--- src/design/mips_decode_pkg.sv ---
package mips_decode_pkg;

	typedef logic [31:0] instr_t;
	typedef logic [5:0]  opcode_t;
	typedef logic [5:0]  funct_t;
	typedef logic [4:0]  reg_idx_t;
	typedef logic [3:0]  alu_class_t;
	typedef logic [3:0]  alu_op_t;
	typedef logic [2:0]  branch_cond_t;

	// field positions
	localparam int OP_MSB    = 31;
	localparam int OP_LSB    = 26;
	localparam int RS_MSB    = 25;
	localparam int RS_LSB    = 21;
	localparam int RT_MSB    = 20;
	localparam int RT_LSB    = 16;
	localparam int FUNCT_MSB = 5;
	localparam int FUNCT_LSB = 0;

	// primary opcodes
	localparam opcode_t OP_RTYPE  = 6'b000000;
	localparam opcode_t OP_REGIMM = 6'b000001;
	localparam opcode_t OP_J      = 6'b000010;
	localparam opcode_t OP_JAL    = 6'b000011;
	localparam opcode_t OP_BEQ    = 6'b000100;
	localparam opcode_t OP_BNE    = 6'b000101;
	localparam opcode_t OP_BLEZ   = 6'b000110;
	localparam opcode_t OP_BGTZ   = 6'b000111;
	localparam opcode_t OP_ADDI   = 6'b001000;
	localparam opcode_t OP_ADDIU  = 6'b001001;
	localparam opcode_t OP_SLTI   = 6'b001010;
	localparam opcode_t OP_SLTIU  = 6'b001011;
	localparam opcode_t OP_ANDI   = 6'b001100;
	localparam opcode_t OP_ORI    = 6'b001101;
	localparam opcode_t OP_XORI   = 6'b001110;
	localparam opcode_t OP_LUI    = 6'b001111;
	localparam opcode_t OP_COP0   = 6'b010000;
	localparam opcode_t OP_LB     = 6'b100000;
	localparam opcode_t OP_LH     = 6'b100001;
	localparam opcode_t OP_LW     = 6'b100011;
	localparam opcode_t OP_LBU    = 6'b100100;
	localparam opcode_t OP_LHU    = 6'b100101;
	localparam opcode_t OP_SB     = 6'b101000;
	localparam opcode_t OP_SH     = 6'b101001;
	localparam opcode_t OP_SW     = 6'b101011;

	// R-type function field
	localparam funct_t FN_SLL     = 6'b000000;
	localparam funct_t FN_SRL     = 6'b000010;
	localparam funct_t FN_SRA     = 6'b000011;
	localparam funct_t FN_SLLV    = 6'b000100;
	localparam funct_t FN_SRLV    = 6'b000110;
	localparam funct_t FN_SRAV    = 6'b000111;
	localparam funct_t FN_JR      = 6'b001000;
	localparam funct_t FN_JALR    = 6'b001001;
	localparam funct_t FN_SYSCALL = 6'b001100;
	localparam funct_t FN_BREAK   = 6'b001101;
	localparam funct_t FN_MFHI    = 6'b010000;
	localparam funct_t FN_MTHI    = 6'b010001;
	localparam funct_t FN_MFLO    = 6'b010010;
	localparam funct_t FN_MTLO    = 6'b010011;
	localparam funct_t FN_MULT    = 6'b011000;
	localparam funct_t FN_MULTU   = 6'b011001;
	localparam funct_t FN_DIV     = 6'b011010;
	localparam funct_t FN_DIVU    = 6'b011011;
	localparam funct_t FN_ADD     = 6'b100000;
	localparam funct_t FN_ADDU    = 6'b100001;
	localparam funct_t FN_SUB     = 6'b100010;
	localparam funct_t FN_SUBU    = 6'b100011;
	localparam funct_t FN_AND     = 6'b100100;
	localparam funct_t FN_OR      = 6'b100101;
	localparam funct_t FN_XOR     = 6'b100110;
	localparam funct_t FN_NOR     = 6'b100111;
	localparam funct_t FN_SLT     = 6'b101010;
	localparam funct_t FN_SLTU    = 6'b101011;

	// REGIMM selectors in rt
	localparam reg_idx_t RT_BLTZ   = 5'b00000;
	localparam reg_idx_t RT_BGEZ   = 5'b00001;
	localparam reg_idx_t RT_BLTZAL = 5'b10000;
	localparam reg_idx_t RT_BGEZAL = 5'b10001;

	// COP0 selectors in rs, ERET is the whole low 26 bits
	localparam reg_idx_t    RS_MFC0   = 5'b00000;
	localparam reg_idx_t    RS_MTC0   = 5'b00100;
	localparam logic [25:0] ERET_WORD = 26'h2000018;

	localparam alu_class_t CLS_NONE  = 4'd0;
	localparam alu_class_t CLS_RTYPE = 4'd1;
	localparam alu_class_t CLS_ADDI  = 4'd2;
	localparam alu_class_t CLS_ADDIU = 4'd3;
	localparam alu_class_t CLS_SLTI  = 4'd4;
	localparam alu_class_t CLS_SLTIU = 4'd5;
	localparam alu_class_t CLS_ANDI  = 4'd6;
	localparam alu_class_t CLS_ORI   = 4'd7;
	localparam alu_class_t CLS_XORI  = 4'd8;
	localparam alu_class_t CLS_LUI   = 4'd9;
	localparam alu_class_t CLS_MEM   = 4'd10;
	localparam alu_class_t CLS_MTC0  = 4'd11;
	localparam alu_class_t CLS_MFC0  = 4'd12;

	localparam alu_op_t ALU_NOP  = 4'd0;
	localparam alu_op_t ALU_ADD  = 4'd1;
	localparam alu_op_t ALU_ADDU = 4'd2;
	localparam alu_op_t ALU_SUB  = 4'd3;
	localparam alu_op_t ALU_SUBU = 4'd4;
	localparam alu_op_t ALU_AND  = 4'd5;
	localparam alu_op_t ALU_OR   = 4'd6;
	localparam alu_op_t ALU_XOR  = 4'd7;
	localparam alu_op_t ALU_NOR  = 4'd8;
	localparam alu_op_t ALU_SLT  = 4'd9;
	localparam alu_op_t ALU_SLTU = 4'd10;
	localparam alu_op_t ALU_SLL  = 4'd11;
	localparam alu_op_t ALU_SRL  = 4'd12;
	localparam alu_op_t ALU_SRA  = 4'd13;
	localparam alu_op_t ALU_LUI  = 4'd14;

	localparam branch_cond_t BR_NONE = 3'd0;
	localparam branch_cond_t BR_EQ   = 3'd1;
	localparam branch_cond_t BR_NE   = 3'd2;
	localparam branch_cond_t BR_LEZ  = 3'd3;
	localparam branch_cond_t BR_GTZ  = 3'd4;
	localparam branch_cond_t BR_LTZ  = 3'd5;
	localparam branch_cond_t BR_GEZ  = 3'd6;

endpackage

--- src/design/main_decoder.sv ---
`timescale 1ns/1ps

module main_decoder import mips_decode_pkg::*; (
	input  instr_t     instr,
	output logic       reg_write,
	output logic       reg_dst,
	output logic       is_imm,
	output logic       sign_ext,
	output logic       mem_to_reg,
	output logic       mem_read,
	output logic       mem_write,
	output logic       is_mfc,
	output alu_class_t alu_class,
	output logic       reserved_instr,
	output logic       single_issue
);

	opcode_t  op;
	funct_t   funct;
	reg_idx_t rs;
	reg_idx_t rt;

	assign op    = instr[OP_MSB:OP_LSB];
	assign funct = instr[FUNCT_MSB:FUNCT_LSB];
	assign rs    = instr[RS_MSB:RS_LSB];
	assign rt    = instr[RT_MSB:RT_LSB];

	// logical immediates and lui take a zero-extended immediate
	assign sign_ext = !(op inside {OP_ANDI, OP_ORI, OP_XORI, OP_LUI});

	always_comb begin
		reg_write      = 1'b0;
		reg_dst        = 1'b0;
		is_imm         = 1'b0;
		mem_to_reg     = 1'b0;
		mem_read       = 1'b0;
		mem_write      = 1'b0;
		is_mfc         = 1'b0;
		alu_class      = CLS_NONE;
		reserved_instr = 1'b0;
		single_issue   = 1'b0;
		case (op)
			OP_RTYPE: begin
				case (funct)
					FN_ADD, FN_ADDU, FN_SUB, FN_SUBU, FN_SLT, FN_SLTU,
					FN_AND, FN_OR, FN_XOR, FN_NOR,
					FN_SLL, FN_SRL, FN_SRA, FN_SLLV, FN_SRLV, FN_SRAV,
					FN_MFHI, FN_MFLO: begin
						reg_write = 1'b1;
						alu_class = CLS_RTYPE;
					end
					FN_JALR: begin
						reg_write = 1'b1;
						reg_dst   = 1'b1;
						alu_class = CLS_RTYPE;
					end
					// no register result
					FN_JR, FN_MULT, FN_MULTU, FN_DIV, FN_DIVU,
					FN_MTHI, FN_MTLO, FN_SYSCALL, FN_BREAK: begin
						alu_class = CLS_RTYPE;
					end
					default: reserved_instr = 1'b1;
				endcase
			end
			OP_ADDI, OP_ADDIU, OP_SLTI, OP_SLTIU,
			OP_ANDI, OP_ORI, OP_XORI, OP_LUI: begin
				reg_write = 1'b1;
				is_imm    = 1'b1;
				// immediate classes follow the opcode order
				alu_class = CLS_ADDI + alu_class_t'(op[2:0]);
			end
			OP_LW, OP_LB, OP_LBU, OP_LH, OP_LHU: begin
				reg_write    = 1'b1;
				is_imm       = 1'b1;
				mem_to_reg   = 1'b1;
				mem_read     = 1'b1;
				alu_class    = CLS_MEM;
				single_issue = 1'b1;
			end
			OP_SW, OP_SB, OP_SH: begin
				is_imm       = 1'b1;
				mem_write    = 1'b1;
				alu_class    = CLS_MEM;
				single_issue = 1'b1;
			end
			OP_BEQ, OP_BNE, OP_BLEZ, OP_BGTZ, OP_J: begin
			end
			OP_JAL: begin
				reg_write = 1'b1;
				reg_dst   = 1'b1;
			end
			OP_REGIMM: begin
				case (rt)
					// link to r31
					RT_BLTZAL, RT_BGEZAL: begin
						reg_write = 1'b1;
						reg_dst   = 1'b1;
					end
					RT_BLTZ, RT_BGEZ: begin
					end
					default: reserved_instr = 1'b1;
				endcase
			end
			OP_COP0: begin
				single_issue = 1'b1;
				case (rs)
					RS_MTC0: alu_class = CLS_MTC0;
					RS_MFC0: begin
						reg_write = 1'b1;
						is_imm    = 1'b1;
						is_mfc    = 1'b1;
						alu_class = CLS_MFC0;
					end
					default: reserved_instr = (instr[RS_MSB:FUNCT_LSB] != ERET_WORD);
				endcase
			end
			default: reserved_instr = 1'b1;
		endcase
	end

endmodule

--- src/design/alu_decoder.sv ---
`timescale 1ns/1ps

module alu_decoder import mips_decode_pkg::*; (
	input  alu_class_t alu_class,
	input  instr_t     instr,
	output alu_op_t    alu_op
);

	funct_t  funct;
	alu_op_t rtype_op;

	assign funct = instr[FUNCT_MSB:FUNCT_LSB];

	// variable shifts reuse the fixed shift ops
	always_comb begin
		case (funct)
			FN_ADD:          rtype_op = ALU_ADD;
			FN_ADDU:         rtype_op = ALU_ADDU;
			FN_SUB:          rtype_op = ALU_SUB;
			FN_SUBU:         rtype_op = ALU_SUBU;
			FN_AND:          rtype_op = ALU_AND;
			FN_OR:           rtype_op = ALU_OR;
			FN_XOR:          rtype_op = ALU_XOR;
			FN_NOR:          rtype_op = ALU_NOR;
			FN_SLT:          rtype_op = ALU_SLT;
			FN_SLTU:         rtype_op = ALU_SLTU;
			FN_SLL, FN_SLLV: rtype_op = ALU_SLL;
			FN_SRL, FN_SRLV: rtype_op = ALU_SRL;
			FN_SRA, FN_SRAV: rtype_op = ALU_SRA;
			default:         rtype_op = ALU_NOP;
		endcase
	end

	always_comb begin
		case (alu_class)
			CLS_RTYPE: alu_op = rtype_op;
			CLS_ADDI:  alu_op = ALU_ADD;
			CLS_ADDIU: alu_op = ALU_ADDU;
			CLS_SLTI:  alu_op = ALU_SLT;
			CLS_SLTIU: alu_op = ALU_SLTU;
			CLS_ANDI:  alu_op = ALU_AND;
			CLS_ORI:   alu_op = ALU_OR;
			CLS_XORI:  alu_op = ALU_XOR;
			CLS_LUI:   alu_op = ALU_LUI;
			// address = base + offset
			CLS_MEM:   alu_op = ALU_ADDU;
			default:   alu_op = ALU_NOP;
		endcase
	end

endmodule

--- src/design/branch_decoder.sv ---
`timescale 1ns/1ps

module branch_decoder import mips_decode_pkg::*; (
	input  instr_t       instr,
	output branch_cond_t branch_cond
);

	opcode_t  op;
	reg_idx_t rt;

	assign op = instr[OP_MSB:OP_LSB];
	assign rt = instr[RT_MSB:RT_LSB];

	always_comb begin
		case (op)
			OP_BEQ:  branch_cond = BR_EQ;
			OP_BNE:  branch_cond = BR_NE;
			OP_BLEZ: branch_cond = BR_LEZ;
			OP_BGTZ: branch_cond = BR_GTZ;
			OP_REGIMM: begin
				case (rt)
					RT_BLTZ, RT_BLTZAL: branch_cond = BR_LTZ;
					RT_BGEZ, RT_BGEZAL: branch_cond = BR_GEZ;
					// unknown selector is not a branch
					default:            branch_cond = BR_NONE;
				endcase
			end
			default: branch_cond = BR_NONE;
		endcase
	end

endmodule

--- src/design/operand_decoder.sv ---
`timescale 1ns/1ps

module operand_decoder import mips_decode_pkg::*; (
	input  instr_t instr,
	output logic   read_rs,
	output logic   read_rt
);

	opcode_t  op;
	funct_t   funct;
	reg_idx_t rs;
	reg_idx_t rt;

	assign op    = instr[OP_MSB:OP_LSB];
	assign funct = instr[FUNCT_MSB:FUNCT_LSB];
	assign rs    = instr[RS_MSB:RS_LSB];
	assign rt    = instr[RT_MSB:RT_LSB];

	always_comb begin
		read_rs = 1'b0;
		read_rt = 1'b0;
		case (op)
			OP_RTYPE: begin
				case (funct)
					FN_ADD, FN_ADDU, FN_SUB, FN_SUBU, FN_SLT, FN_SLTU,
					FN_AND, FN_OR, FN_XOR, FN_NOR, FN_SLLV, FN_SRLV, FN_SRAV,
					FN_MULT, FN_MULTU, FN_DIV, FN_DIVU: begin
						read_rs = 1'b1;
						read_rt = 1'b1;
					end
					// shift amount comes from shamt
					FN_SLL, FN_SRL, FN_SRA: read_rt = 1'b1;
					FN_JR, FN_JALR, FN_MTHI, FN_MTLO: read_rs = 1'b1;
					default: ;
				endcase
			end
			OP_ADDI, OP_ADDIU, OP_SLTI, OP_SLTIU, OP_ANDI, OP_ORI, OP_XORI,
			OP_LW, OP_LB, OP_LBU, OP_LH, OP_LHU, OP_BLEZ, OP_BGTZ: read_rs = 1'b1;
			OP_BEQ, OP_BNE, OP_SW, OP_SB, OP_SH: begin
				read_rs = 1'b1;
				read_rt = 1'b1;
			end
			OP_REGIMM: read_rs = rt inside {RT_BLTZ, RT_BGEZ, RT_BLTZAL, RT_BGEZAL};
			OP_COP0:   read_rt = (rs == RS_MTC0);
			default: ;
		endcase
	end

endmodule

--- src/design/special_decoder.sv ---
`timescale 1ns/1ps

module special_decoder import mips_decode_pkg::*; (
	input  instr_t instr,
	output logic   hilo_read,
	output logic   hilo_write,
	output logic   mul_div_en,
	output logic   cp0_read,
	output logic   cp0_write,
	output logic   eret,
	output logic   syscall,
	output logic   brk
);

	opcode_t  op;
	funct_t   funct;
	reg_idx_t rs;
	logic     is_rtype;
	logic     is_cop0;

	assign op    = instr[OP_MSB:OP_LSB];
	assign funct = instr[FUNCT_MSB:FUNCT_LSB];
	assign rs    = instr[RS_MSB:RS_LSB];

	assign is_rtype = (op == OP_RTYPE);
	assign is_cop0  = (op == OP_COP0);

	// HI/LO and multiplier
	assign hilo_read  = is_rtype && (funct inside {FN_MFHI, FN_MFLO});
	assign hilo_write = is_rtype && (funct inside {FN_MTHI, FN_MTLO});
	assign mul_div_en = is_rtype && (funct inside {FN_MULT, FN_MULTU, FN_DIV, FN_DIVU});

	assign cp0_read  = is_cop0 && (rs == RS_MFC0);
	assign cp0_write = is_cop0 && (rs == RS_MTC0);
	// eret needs the full word, a near miss is reserved
	assign eret      = is_cop0 && (instr[RS_MSB:FUNCT_LSB] == ERET_WORD);

	assign syscall = is_rtype && (funct == FN_SYSCALL);
	assign brk     = is_rtype && (funct == FN_BREAK);

endmodule

--- src/design/decode_stage.sv ---
`timescale 1ns/1ps

module decode_stage import mips_decode_pkg::*; (
	input  logic         clk,
	input  logic         arst_n,
	input  instr_t       instr,
	input  logic         instr_valid,
	input  logic         stall,
	input  logic         flush,
	output logic         ex_valid,
	output logic         reg_write,
	output logic         reg_dst,
	output logic         is_imm,
	output logic         sign_ext,
	output logic         mem_to_reg,
	output logic         mem_read,
	output logic         mem_write,
	output alu_op_t      alu_op,
	output branch_cond_t branch_cond,
	output logic         read_rs,
	output logic         read_rt,
	output logic         hilo_read,
	output logic         hilo_write,
	output logic         mul_div_en,
	output logic         cp0_read,
	output logic         cp0_write,
	output logic         is_mfc,
	output logic         eret,
	output logic         syscall,
	output logic         brk,
	output logic         reserved_instr,
	output logic         single_issue
);

	logic         reg_write_d, reg_dst_d, is_imm_d, sign_ext_d, mem_to_reg_d;
	logic         mem_read_d, mem_write_d, is_mfc_d, reserved_d, single_issue_d;
	logic         read_rs_d, read_rt_d;
	logic         hilo_read_d, hilo_write_d, mul_div_en_d;
	logic         cp0_read_d, cp0_write_d, eret_d, syscall_d, brk_d;
	alu_class_t   alu_class;
	alu_op_t      alu_op_d;
	branch_cond_t branch_cond_d;
	logic [12:0]  en_d;
	logic [12:0]  en_q;

	main_decoder i_main_decoder (
		.instr(instr), .reg_write(reg_write_d), .reg_dst(reg_dst_d), .is_imm(is_imm_d),
		.sign_ext(sign_ext_d), .mem_to_reg(mem_to_reg_d), .mem_read(mem_read_d),
		.mem_write(mem_write_d), .is_mfc(is_mfc_d), .alu_class(alu_class),
		.reserved_instr(reserved_d), .single_issue(single_issue_d)
	);

	alu_decoder i_alu_decoder (.alu_class(alu_class), .instr(instr), .alu_op(alu_op_d));

	branch_decoder i_branch_decoder (.instr(instr), .branch_cond(branch_cond_d));

	operand_decoder i_operand_decoder (.instr(instr), .read_rs(read_rs_d), .read_rt(read_rt_d));

	special_decoder i_special_decoder (
		.instr(instr), .hilo_read(hilo_read_d), .hilo_write(hilo_write_d),
		.mul_div_en(mul_div_en_d), .cp0_read(cp0_read_d), .cp0_write(cp0_write_d),
		.eret(eret_d), .syscall(syscall_d), .brk(brk_d)
	);

	// enables only count for a valid instruction
	assign en_d = {13{instr_valid}} & {reg_write_d, mem_read_d, mem_write_d,
		hilo_read_d, hilo_write_d, mul_div_en_d, cp0_read_d, cp0_write_d,
		eret_d, syscall_d, brk_d, reserved_d, single_issue_d};

	always_ff @(posedge clk or negedge arst_n) begin
		if (!arst_n) begin
			ex_valid <= 1'b0;
			en_q     <= '0;
		end else if (flush) begin
			ex_valid <= 1'b0;
			en_q     <= '0;
		end else if (!stall) begin
			ex_valid <= instr_valid;
			en_q     <= en_d;
		end
	end

	// payload, qualified by ex_valid downstream
	always_ff @(posedge clk) begin
		if (!stall) begin
			reg_dst     <= reg_dst_d;
			is_imm      <= is_imm_d;
			sign_ext    <= sign_ext_d;
			mem_to_reg  <= mem_to_reg_d;
			is_mfc      <= is_mfc_d;
			alu_op      <= alu_op_d;
			branch_cond <= branch_cond_d;
			read_rs     <= read_rs_d;
			read_rt     <= read_rt_d;
		end
	end

	assign {reg_write, mem_read, mem_write, hilo_read, hilo_write, mul_div_en,
		cp0_read, cp0_write, eret, syscall, brk, reserved_instr, single_issue} = en_q;

endmodule

--- config.mk ---
export PLATFORM = sky130hd
export DESIGN_NAME = decode_stage
export DESIGN_NICKNAME = d
export VERILOG_FILES = /design/src/design/mips_decode_pkg.sv /design/src/design/main_decoder.sv /design/src/design/alu_decoder.sv /design/src/design/branch_decoder.sv /design/src/design/operand_decoder.sv /design/src/design/special_decoder.sv /design/src/design/decode_stage.sv
export SDC_FILE = /design/constraint.sdc
export NUM_CORES = 1
export LEC_CHECK = 0
export CAP_MARGIN = 25
export CORE_MARGIN = 3
export CORE_UTILIZATION = 25
export CTS_CLUSTER_DIAMETER = 60
export DETAILED_ROUTE_END_ITERATION = 6
export DONT_BUFFER_PORTS = 1
export PLACE_DENSITY_LB_ADDON = 0.12
export SLEW_MARGIN = 20
export SYNTH_ARGS = -nofsm -noshare
export SYNTH_HDL_FRONTEND = slang
export SYNTH_SLANG_ARGS = --single-unit
--- constraint.sdc ---
create_clock -name clk -period 0.8 [get_ports clk]
set_input_delay 0.08 -clock clk [delete_from_list [all_inputs] [get_ports clk]]
set_output_delay 0.08 -clock clk [all_outputs]
set_load 0.03 [all_outputs]
==> impl_metrics.toml <==
[final_layout]
instances_no_fill = 409
nets = 352
reg_top3 = "en_q (13), alu_op (4), branch_cond (3)"
syn_to_final_growth_pct = 56.2
diodes = 0
final_area_sq_mm = 0.00314
drive_gt1_frac = 0.430
fin_util = 0.404
regMostFlops = "en_q"
largest_register_ffs = 13

[timing]
slew-limit-headroom = 0.545
period_minus_slack_ns = 1.42
fin_setup_tns_ns = -10.66
fmax_mhz = 702
post-route-period-util = 1.78
drv_slew = 0
rsz0062_at_grt = "yes"
tightest_slew_ns = 0.682
hold_slack_ns = -0.109
worst_clock_skew_ns = 0
finalSetupViolations = 52
layout_setup_ws_ns = -0.624
finalHoldViolations = 14

[cts]
htreeDepth = 1
cts_hold_buf = 6
clock_sinks = 28
path_clk_slew_ns = 0.11
cts_tree = "built"
cts_root_buf = "clkbuf_8"
clock_path_buffers = 2
cts_made_buffers = 3
clk_latency_ns = 0.28

[pwr]
p_sw_uw = 976
switching_share = 0.279
p_per_area_mw_per_mm2 = 1110
internal_power_uw = 2520
pwr-share-comb = 0.211
p_leak_uw = 0.00132
vdd_ir_drop_max_mv = 0.441
power_uw = 3500
p_seq_frac = 0.492
clkPwrFrac = 0.297

[die]
dieArea_sq_mm = 0.00914
rows = 32
fp.dieH_microns = 95.6
fp.coreArea_sq_mm = 0.00777
dieWidth_microns = 95.6
start_util = 0.259
ioPinCount = 65

[synth]
synthFlopType = "edfxtp_1"
synth_commonest_cells = "23 x nand2_1, 23 x nor2_1, 17 x a21oi_1, 17 x o21ai_0"
ys_seq_area_frac = 0.384
yosysUniqueCellTypes = 54
synth_largest_area_cell = "edfxtp_1"
avgSynthCellArea_sq_um = 8.62
synth_fp_nets = 277
yosysWarnings = 0
ys_ff_latch = 28
synth_area_sq_mm = 0.00201
async_flop_share = 0.500
synth_area_leaders = "edfxtp_1 21%, dfrtp_1 17%, ha_1 4.4%"
syn-instance-count = 233
yosysTopAreaCellShare = 0.209
synth-edff-count = 14

[setup_path]
max_stage_delay_ns = 0.30
required_ns = 0.85
end_kind = "flip-flop"
crit_path_end = "alu_op[0]"
cp.arrival_ns = 1.47
rrSetupSlack_ns = -0.06
reg2reg_depth = 3
critical_path_class = "in2reg"
reg2reg_to = "en_q[11]"
worstSetupStartpoint = "instr[0]"
path_cells = "inv_1 > ha_4 > o21ba_2 > and2_1 > o211a_1 > a211o_4 > a211o_1"
r2r_start = "en_q[11]"
critPathSlowestCell = "a211o_4"
cp_max_fo = 6
cp-start-kind = "input pin"

[worst_hold_path]
hold_class = "in2async"

[outcome]
status = "complete, but fails checks"
failed_checks = "hold timing, setup timing"

[global_routing]
overflow = 0
grt_usage = 0.145
antenna_found_initial = 0
grt_max_degree = 19
grt_pass1_vias = 2065
grt_pass1_wl_microns = 10400

[drt]
drtPass1Iterations = 4
via_count = 2045
ant_nets = 0
wirelength_microns = 6650
drc = 0
via_per_inst = 5.00
wl_per_cell_microns = 16.2
drt_iter0_drc = 70

[placed_design]
gp_congestion = 0.786
placedCellCount = 385
dpl-instance-area_sq_mm = 0.00269
place.port_buffers = 0
place_hpwl_microns = 5100

[job]
max_cap_viol_count = 0
==> metrics by stage <==
step / hold WS [ns] / setup WS (ns)
after global routing: -0.0747 / -0.666
after floorplan: -0.216 / -0.897
after CTS: 0.00580 / -0.610
final: -0.109 / -0.624
after global placement: -0.215 / -0.958
after detailed placement: -0.215 / -0.955
==> logic make-up after synthesis <==
group                      count (synthesis)  synth area share
DFF                                       28             0.384
AOI/OAI and AO/OA                         75             0.247
xor gates and xnor gates                   1           0.00436
muxes                                      1           0.00498
and+or+nand+nor                          100             0.271
buffers and inverters                     21            0.0449
adders and majority gates                  7            0.0436
==> cell usage in the layout, fill, tap and decap left out, drive strengths merged, types with 2 or more instances in the layout <==
master / instances
a211o: 4
a211oi: 2
a21oi: 17
a22o: 4
a22oi: 3
a31oi: 5
a32oi: 2
and2: 2
and3: 2
buf: 78
clkbuf: 4
dfrtp: 14
dlygate4sd3: 4
dlymetal6s4s: 2
edfxtp: 14
ha: 7
inv: 6
nand2: 23
nand2b: 7
nand3: 6
nand4: 2
nor2: 23
nor2b: 8
nor3: 8
nor3b: 3
nor4: 6
o211ai: 2
o21ai: 17
o21ba: 2
o22ai: 7
or3b: 2
==> critical path, delay by kind of cell <==
kind | cells | cell delay (ns)
compound gates | 4 | 0.98
fa+ha+maj | 1 | 0.19
simple gates | 1 | 0.16
buf+inv | 1 | 0.07
==> layout make-up <==
class	count	area (sq um)
fill	800	4630
inverter	7	32.5
sequential	28	772
timing repair buffer	84	726
multi-input combinational	184	1410
tap	102	128
clock buffer	4	66.3
==> timing repair <==
action	4_1_cts	5_1_grt
endpoints found under the hold margin	24	14
gates resized for setup	36	18
setup buffers	13	3
endpoints found under the setup margin	49	55
pin swaps	9	10
==> worst min path at each step <==
stage	to	cells past startpoint
after floorplan	en_q[0]	0
after global placement	ex_valid	0
after detailed placement	en_q[10]	0
after CTS	en_q[1]	2
after global routing	en_q[10]	1
final	en_q[10]	1
==> power by group through the flow <==
stage	registers [uW]	logic, uW	clock network, uW
3_3_place_gp	1750	626	0
2_1_floorplan	1760	492	0
6_report	1720	736	1040
4_1_cts	1720	718	1070
5_1_grt	1730	804	1110
3_5_place_dp	1750	624	0
==> layer usage <==
metal / routed length [microns] / vias up / global-route usage / share of wire
li1: - / 1022 / - / -
met1: 2930 / 978 / 0.184 / 0.44
met2: 3390 / 41 / 0.259 / 0.51
met3: 249 / 4 / 0.0182 / 0.037
met4: 68 / 0 / 0.0367 / 0.010
met5: 0 / - / 0 / 0
(Power assumes the default switching activity.)
